### src/memConfig_config.svh
`ifndef MEM_CONFIG_SVH
`define MEM_CONFIG_SVH

// Data path width in bits.
`define XLEN 64

// Number of 64-bit words in the data RAM.
`define RAM_WORDS 256

// Cycles from the first cycle of request valid to dataOk, at least 1.
`define RAM_LATENCY 3

`endif
### src/memPkg.sv
`default_nettype none

`include "memConfig_config.svh"

package memPkg;

    typedef enum logic [3:0] {
        opNone,
        opLd,
        opLw,
        opLwu,
        opLh,
        opLhu,
        opLb,
        opLbu,
        opSd,
        opSw,
        opSh,
        opSb
    } memOp;

    typedef enum logic [1:0] {
        size1,
        size2,
        size4,
        size8
    } memSize;

    typedef struct packed {
        memOp op;
        logic memAccess;
    } ctlFields;

    // Executed instruction as handed over by the execute stage.
    typedef struct packed {
        logic              valid;
        ctlFields          ctl;
        logic [`XLEN-1:0]  aluOut;
        logic [`XLEN-1:0]  rd;
        logic [4:0]        dst;
        logic [31:0]       instr;
    } execData;

    typedef struct packed {
        logic              valid;
        ctlFields          ctl;
        logic [4:0]        dst;
        logic [31:0]       instr;
        logic [`XLEN-1:0]  memAddr;
        logic [`XLEN-1:0]  writeData;
    } memData;

    typedef struct packed {
        logic              valid;
        logic [`XLEN-1:0]  addr;
        memSize            size;
        logic [7:0]        strobe;
        logic [`XLEN-1:0]  data;
    } dbusReq;

    typedef struct packed {
        logic              dataOk;
        logic [`XLEN-1:0]  data;
    } dbusResp;

    typedef enum logic [1:0] {
        idle,
        waiting,
        over
    } accessState;

    // One RAM word, seen as a whole or as byte lanes.
    typedef union packed {
        logic [`XLEN-1:0]  whole;
        logic [7:0][7:0]   lanes;
    } dword;

endpackage

`default_nettype wire

### src/memoryStage.sv
`default_nettype none

`include "memConfig_config.svh"

module memoryStage (
    input  logic            clk,
    input  logic            reset,
    input  logic            flush,
    input  memPkg::execData dataE,
    input  memPkg::dbusResp dresp,
    output memPkg::dbusReq  dreq,
    output logic            memStall,
    output memPkg::memData  dataM
);

    memPkg::accessState state;
    memPkg::accessState stateNext;
    logic [`XLEN-1:0]   capWord;
    logic [`XLEN-1:0]   loadValue;
    logic               memInstr;
    logic               isLoad;

    assign memInstr = dataE.valid && dataE.ctl.memAccess;
    assign isLoad   = dataE.ctl.op inside {memPkg::opLd, memPkg::opLw, memPkg::opLwu,
                                           memPkg::opLh, memPkg::opLhu,
                                           memPkg::opLb, memPkg::opLbu};

    storeFormatter storeFormatter_inst (
        .op       (dataE.ctl.op),
        .addr     (dataE.aluOut),
        .storeSrc (dataE.rd),
        .size     (dreq.size),
        .strobe   (dreq.strobe),
        .laneData (dreq.data)
    );

    loadExtender loadExtender_inst (
        .op         (dataE.ctl.op),
        .byteOffset (dataE.aluOut[2:0]),
        .rawWord    (capWord),
        .loadValue  (loadValue)
    );

    assign dreq.valid = (state == memPkg::waiting);
    assign dreq.addr  = dataE.aluOut;

    assign memStall = (state == memPkg::waiting) || (state == memPkg::idle && memInstr);

    always_comb begin
        case (state)
            memPkg::idle:    stateNext = memInstr ? memPkg::waiting : memPkg::idle;
            memPkg::waiting: stateNext = dresp.dataOk ? memPkg::over : memPkg::waiting;
            default:         stateNext = memPkg::idle;
        endcase
    end

    always_ff @(posedge clk) begin
        if (reset) begin
            state   <= memPkg::idle;
            capWord <= '0;
        end else begin
            state <= stateNext;
            if (state == memPkg::waiting && dresp.dataOk) begin
                capWord <= dresp.data;
            end
        end
    end

    // Memory results leave in over, others pass straight through in idle.
    always_comb begin
        dataM.ctl     = dataE.ctl;
        dataM.dst     = dataE.dst;
        dataM.instr   = dataE.instr;
        dataM.memAddr = dataE.aluOut;
        if (dataE.ctl.memAccess) begin
            dataM.valid = dataE.valid && !flush && (state == memPkg::over);
        end else begin
            dataM.valid = dataE.valid && !flush && (state == memPkg::idle);
        end
        if (dataE.ctl.memAccess && isLoad) begin
            dataM.writeData = loadValue;
        end else begin
            dataM.writeData = dataE.aluOut;
        end
    end

    // Upstream must hold the instruction until the bus answers.
    reqStable: assert property (@(posedge clk) disable iff (reset)
        dreq.valid && !dresp.dataOk |=>
            $stable({dreq.addr, dreq.size, dreq.strobe, dreq.data}));

    strobeOnlyStore: assert property (@(posedge clk) disable iff (reset)
        dreq.valid && (dreq.strobe != 8'h00) |->
            dataE.ctl.op inside {memPkg::opSd, memPkg::opSw, memPkg::opSh, memPkg::opSb});

endmodule

`default_nettype wire

### src/loadExtender.sv
`default_nettype none

module loadExtender (
    input  memPkg::memOp op,
    input  logic [2:0]   byteOffset,
    input  logic [63:0]  rawWord,
    output logic [63:0]  loadValue
);

    logic [5:0]  bitOffset;
    logic [63:0] shifted;

    assign bitOffset = {byteOffset, 3'b000};

    // Bring the addressed bytes down to lane zero.
    assign shifted = rawWord >> bitOffset;

    always_comb begin
        case (op)
            memPkg::opLw: begin
                loadValue = {{32{shifted[31]}}, shifted[31:0]};
            end
            memPkg::opLwu: begin
                loadValue = {32'b0, shifted[31:0]};
            end
            memPkg::opLh: begin
                loadValue = {{48{shifted[15]}}, shifted[15:0]};
            end
            memPkg::opLhu: begin
                loadValue = {48'b0, shifted[15:0]};
            end
            memPkg::opLb: begin
                loadValue = {{56{shifted[7]}}, shifted[7:0]};
            end
            memPkg::opLbu: begin
                loadValue = {56'b0, shifted[7:0]};
            end
            default: begin
                // Full doubleword, no extension needed.
                loadValue = shifted;
            end
        endcase
    end

endmodule

`default_nettype wire

### src/storeFormatter.sv
`default_nettype none

module storeFormatter (
    input  memPkg::memOp   op,
    input  logic [63:0]    addr,
    input  logic [63:0]    storeSrc,
    output memPkg::memSize size,
    output logic [7:0]     strobe,
    output logic [63:0]    laneData
);

    logic [2:0] byteOffset;
    logic [5:0] bitOffset;
    logic [7:0] sizeMask;
    logic       isStore;

    assign byteOffset = addr[2:0];
    assign bitOffset  = {byteOffset, 3'b000};

    always_comb begin
        case (op)
            memPkg::opLd, memPkg::opSd: begin
                size = memPkg::size8;
            end
            memPkg::opLw, memPkg::opLwu, memPkg::opSw: begin
                size = memPkg::size4;
            end
            memPkg::opLh, memPkg::opLhu, memPkg::opSh: begin
                size = memPkg::size2;
            end
            default: begin
                size = memPkg::size1;
            end
        endcase
    end

    // All-ones mask as wide as the access.
    always_comb begin
        case (size)
            memPkg::size8: sizeMask = 8'hff;
            memPkg::size4: sizeMask = 8'h0f;
            memPkg::size2: sizeMask = 8'h03;
            default:       sizeMask = 8'h01;
        endcase
    end

    assign isStore  = op inside {memPkg::opSd, memPkg::opSw, memPkg::opSh, memPkg::opSb};
    assign strobe   = isStore ? (sizeMask << byteOffset) : 8'h00;
    assign laneData = storeSrc << bitOffset;

endmodule

`default_nettype wire

### config.mk
export PLATFORM = sky130hd
export DESIGN_NAME = memoryStage
export DESIGN_NICKNAME = d
export VERILOG_FILES = /design/src/memPkg.sv /design/src/memoryStage.sv /design/src/loadExtender.sv /design/src/storeFormatter.sv
export VERILOG_INCLUDE_DIRS = /design/src
export SDC_FILE = /design/constraint.sdc
export NUM_CORES = 1
export LEC_CHECK = 0
export BUFFER_PORTS_ARGS = -buffer_cell sky130_fd_sc_hd__buf_2
export CORE_AREA = 2 2 217 219
export CTS_BUF_LIST = sky130_fd_sc_hd__clkbuf_2
export DETAILED_ROUTE_END_ITERATION = 12
export DIE_AREA = 0 0 219 221
export GPL_ROUTABILITY_DRIVEN = 0
export PLACE_DENSITY = 0.45
export SLEW_MARGIN = 20
export SYNTH_ARGS = -nofsm -noshare
export SYNTH_HDL_FRONTEND = slang
export SYNTH_SLANG_ARGS = --single-unit
### constraint.sdc
create_clock -name clk -period 1.98 [get_ports clk]
set_input_delay 0.099 -clock clk [delete_from_list [all_inputs] [get_ports clk]]
set_output_delay 0.099 -clock clk [all_outputs]
set_load 0.03 [all_outputs]
Word level (Yosys, flattened, before mapping)
Memory sizes are Yosys's and may differ from the RTL's. Cells that the tools add are included. W data, S select, Z words.

Equal/unequal tests: 16. Shift operators: 3. Mux-type cells: 8. Reductions and logical operators: 12.

Operators with widths (number): $pmux W64 S6 (1); $mux W64 (1); $shl A64 B6 Y64 (1); $shr A64 B6 Y64 (1); $pmux W8 S3 (1); $eq A4 B3 Y1 const B (4); $eq A4 B4 Y1 const B (4); $eq A4 B2 Y1 const B (2); $mux W8 (1); $shl A8 B3 Y8 (1); $logic_and A1 B1 Y1 (7); $reduce_bool A7 Y1 (1); $eq A2 B2 Y1 const B (3); $eq A2 B1 Y1 const B (2); $eq A4 B1 Y1 const B (1); $pmux W2 S2 (1); $reduce_bool A4 Y1 (1); $logic_not A2 Y1 (1); $mux W1 (2); $mux W2 (1); $logic_not A1 Y1 (1); $logic_or A1 B1 Y1 (1).

Bits in registers: 66. Memory bits (read-only): 32. Input port bits: 239. Output and inout port bits: 311. Logic and storage cells: 42. Memories: 1.

Memory list: (name not given) (depth 16, width 2, rd ports 1, clocked after memory_dff 0, write ports 0, RTL line storeFormatter.sv:21) `case (op)`.

Logic depth before layout (Yosys ltp)
An unclocked memory read counts as a cell.

Depth in word-level cells: 5. Mapped depth: 9. Depth with buffers taken out: 5.

Cells and area by module
From an unflattened synthesis, not the netlist that was laid out.

Cell total of the unflattened synthesis: 1085. Area total of the unflattened synthesis: 8819.7 µm².

Modules (own cells, without submodules): memoryStage (times used 1, cells each 532, area an instance 4421.7 µm², sequential area each 1321.3 µm²); loadExtender (times used 1, cells each 283, area an instance 2397.3 µm², sequential area each 0.0 µm²); storeFormatter (times used 1, cells each 270, area an instance 2000.7 µm², sequential area each 0.0 µm²).

Worst setup path before layout
OpenSTA, ideal clock, no wires.

Path type: in2out. Start point: input port dataE[167] in the netlist's numbering. End point: output port dreq[68] in the netlist's numbering. Arrival time: 2.761 ns. Required time: 1.881 ns. Slack: -0.880 ns. Stages on the path: 5. Path buffers: 1. Cells stage by stage: clkbuf_1 nor3_1 a211oi_1 a21oi_1 o32ai_1.

RTL lines: start, declared (RTL line memoryStage.sv:9) `input memPkg::execData dataE,`; end, declared (RTL line memoryStage.sv:11) `output memPkg::dbusReq dreq,`.

==> run summary <==
Status: complete, but fails checks
Failing checks: negative setup slack
Req. time, crit path: 1.88 ns
Distinct cells, synth: 47
Fmax: 358 MHz
TritonCTS buffer count: 9
Worst R2R End: capWord[19]
Hold Violations, Final: 0
Slowest cell on crit path: mux4_2
GR Overflow Total: 0
Critical Path Source: capWord[39]
Routed len/inst: 19.7 um
CTS H-tree lvls: 3
Synthesized Nets: 1398
Power density cells: 401 nW/um^2
Post-route setup slack: -0.814 ns
Reg2reg path depth: 6
Worst-Margin Slew: 0.812 ns
Cell chain of the critical path: mux2i_1 -> mux4_2 -> or4_4 -> o211a_4 -> buf_12 -> a21oi_2 -> buf_6
Worst rel slew slack: 45.2%
Number of global-route vias before repair: 9432
Initial core utilization: 18.3%
Crit-path max cell delay: 0.49 ns
Die width: 219 um
Flop and latch count out of synthesis: 66
Layout area overhead: 57.5%
GRT Total Usage: 16.9%
Initial antenna violation count: 5
Via count: 9819
Setup TNS: -42.42 ns
Sw Share: 47.4%
Sequential-to-total area share from yosys stat: 15.7%
Mapped Cells: 1159
Clock Sinks: 66
I/O Pins: 550
Switching power: 2.52 mW
Maximum clock path buffer count: 2
Dominant synthesized flop cell: dfxtp_1
CTS tree: yes
Most common cell after layout, fill and taps aside: buf_2
Worst setup path category: register to output port
# DRC: 0
Pre-CTS worst setup slack: -0.295 ns
Die area: 48400 sq um
Hold WS: 0.198 ns
Register-to-register setup slack: 0.12 ns
DR iter-0 viols: 731
Pin count of the biggest net entering global routing: 85
Fin nets: 1827
Combinational power share: 60.6%
First-pass GRT wire length: 61.8 mm
Die H: 221 um
Num rows: 79
DP Wirelength: 35.3 mm
YS warnings: 0
Reg2Reg Launch Point: state[0]
Slew Limit Fails: 0
Final ANT Viol Nets: 0
Pleak: 5.86 nW
Fraction of synthesis flops using an asynchronous set or reset pin: 0%
Clk Latency, worst-skew pair: 0.55 ns
VDD IR-drop max: 250 uV
Post-synth EDFFs: 0
Worst Clk Skew: 0.0189 ns
Arr. time, crit path: 2.70 ns
Pwr Total: 5.32 mW
Most frequent cells in the layout: buf_2 (408), nand2_1 (168), nor2_1 (121)
Core area: 46100 sq um
WL final: 43.5 mm
Final period utilization: 141%
CP Capture Type: output port
Critical path peak fanout: 16
Share of post-route cells with drive strength above 1: 53.2%
Mapped Area: 8420 sq um
Port Buffers: 475
Max Cap Viol: 0
CTS root buf: clkbuf_2
Startpoint types: register
Synth Area per Inst: 7.26 sq um
Final setup viols: 64
Pre-Repair DR Iteration Count: 5
Clock power frac: 13.0%
Cells after DPL: 2101
Tmin final: 2.79 ns
Setup crit end: dataM[58]
Post-route insts no fill: 2206
Post-DR vias/cell: 4.45
RSZ-0062 raised after global routing: yes
Internal: 2.80 mW
Sequential share of power: 26.4%
Clock-pin slew of the registers on the worst-case setup and hold paths: 0.21 ns
Worst min path class: input pin to output port
synth_stat cells, drive strengths merged, types with 2 or more instances:
library cell | number | area [sq um]
nand2b | 11 | 68.8
o22ai | 16 | 100
a22oi | 2 | 15.0
nand2 | 170 | 638
mux4 | 28 | 631
o221ai | 2 | 17.5
o2bb2ai | 7 | 61.3
inv | 3 | 11.3
o211ai | 3 | 22.5
a211oi | 22 | 165
nor2 | 122 | 458
a211o | 14 | 123
o21a | 11 | 82.6
mux2 | 20 | 225
o21ai | 34 | 170
nand3b | 6 | 45.0
clkbuf | 56 | 210
o22a | 7 | 61.3
and2 | 10 | 62.6
mux2i | 102 | 1020
nor3 | 7 | 35.0
dfxtp | 66 | 1320
a21oi | 163 | 940
nor2b | 29 | 181
or2 | 5 | 31.3
buf | 213 | 1510
nand3 | 2 | 10.0
a31oi | 15 | 93.8
area by class of cell:
cell class,count,area [sq um]
antenna,6,15.0
clock buffer,10,50.0
clock inverter,6,33.8
fill,5034,32800
inverter,3,11.3
multi-input combinational,821,6120
sequential,66,1390
tap,607,759
timing repair buffer,687,4870
worst min path at each step:
stage                        endpoint  cells after the start  slack (ns)       from
after floorplan           capWord[47]                      2        0.23  dresp[47]
after global placement     dataM[132]                      0        0.20   dataE[4]
after detailed placement   dataM[132]                      0        0.20   dataE[4]
after CTS                  dataM[132]                      0        0.20   dataE[4]
after global routing       dataM[152]                      0        0.20  dataE[24]
final                      dataM[148]                      0        0.20  dataE[20]
per-stage QoR:
stage	area, sq um	util (%)
after floorplan	8970	-
after global placement	11600	25.2
after detailed placement	11600	25.2
after CTS	13100	28.4
after global routing	13300	28.8
final	13300	28.8
cells by family (layout without fill, tap and decap cells):
group           count (synthesis)  in the layout  synth area share [%]
mux                           150            150                  22.3
simple gates                  368            368                  18.8
other cells                     0              6                     0
buf+inv                       272            706                  20.5
compound gates                302            302                  22.6
xor+xnor                        1              1                 0.104
flops                          66             66                  15.7
critical path, delay by kind of cell, from the launching register on:
family	cells	cell delay, ns
AO/OA/AOI/OAI	2	0.38
buffers and inverters	2	0.33
multiplexers	2	0.56
AND/OR/NAND/NOR	1	0.48
flip-flops	1	0.39
flip-flops by register name (all words and copies together) (netlist names):
signal,count
capWord,64
state,2
power groups by stage:
stage               combinational (mW)  sequential, mW  clock (mW)
floorplan                         2.14            1.42           0
global placement                  2.89            1.44           0
detailed placement                2.90            1.44           0
CTS                               3.21            1.40       0.724
global route                      3.42            1.41       0.775
finish                            3.23            1.41       0.689
timing repair:
item,CTS,global route
setup buffers,7,5
cloned,0,2
endpoints found under the hold margin,66,0
pin swaps,26,5
gates resized for setup,217,16
endpoints found under the setup margin,64,91
hold buffers,73,0
per-layer routing:
metal  routed length (um)  GRT usage [%]  share of wire [%]  up-vias
li1                     -              -                  -     4736
met1                20800           24.0                 48     4682
met2                20100           27.1                 46      361
met3                 1980           2.08                4.5       40
met4                  680           3.51                1.6        0
met5                    0              0                  0        -
Note: power is estimated with default switching activity, not from simulation.
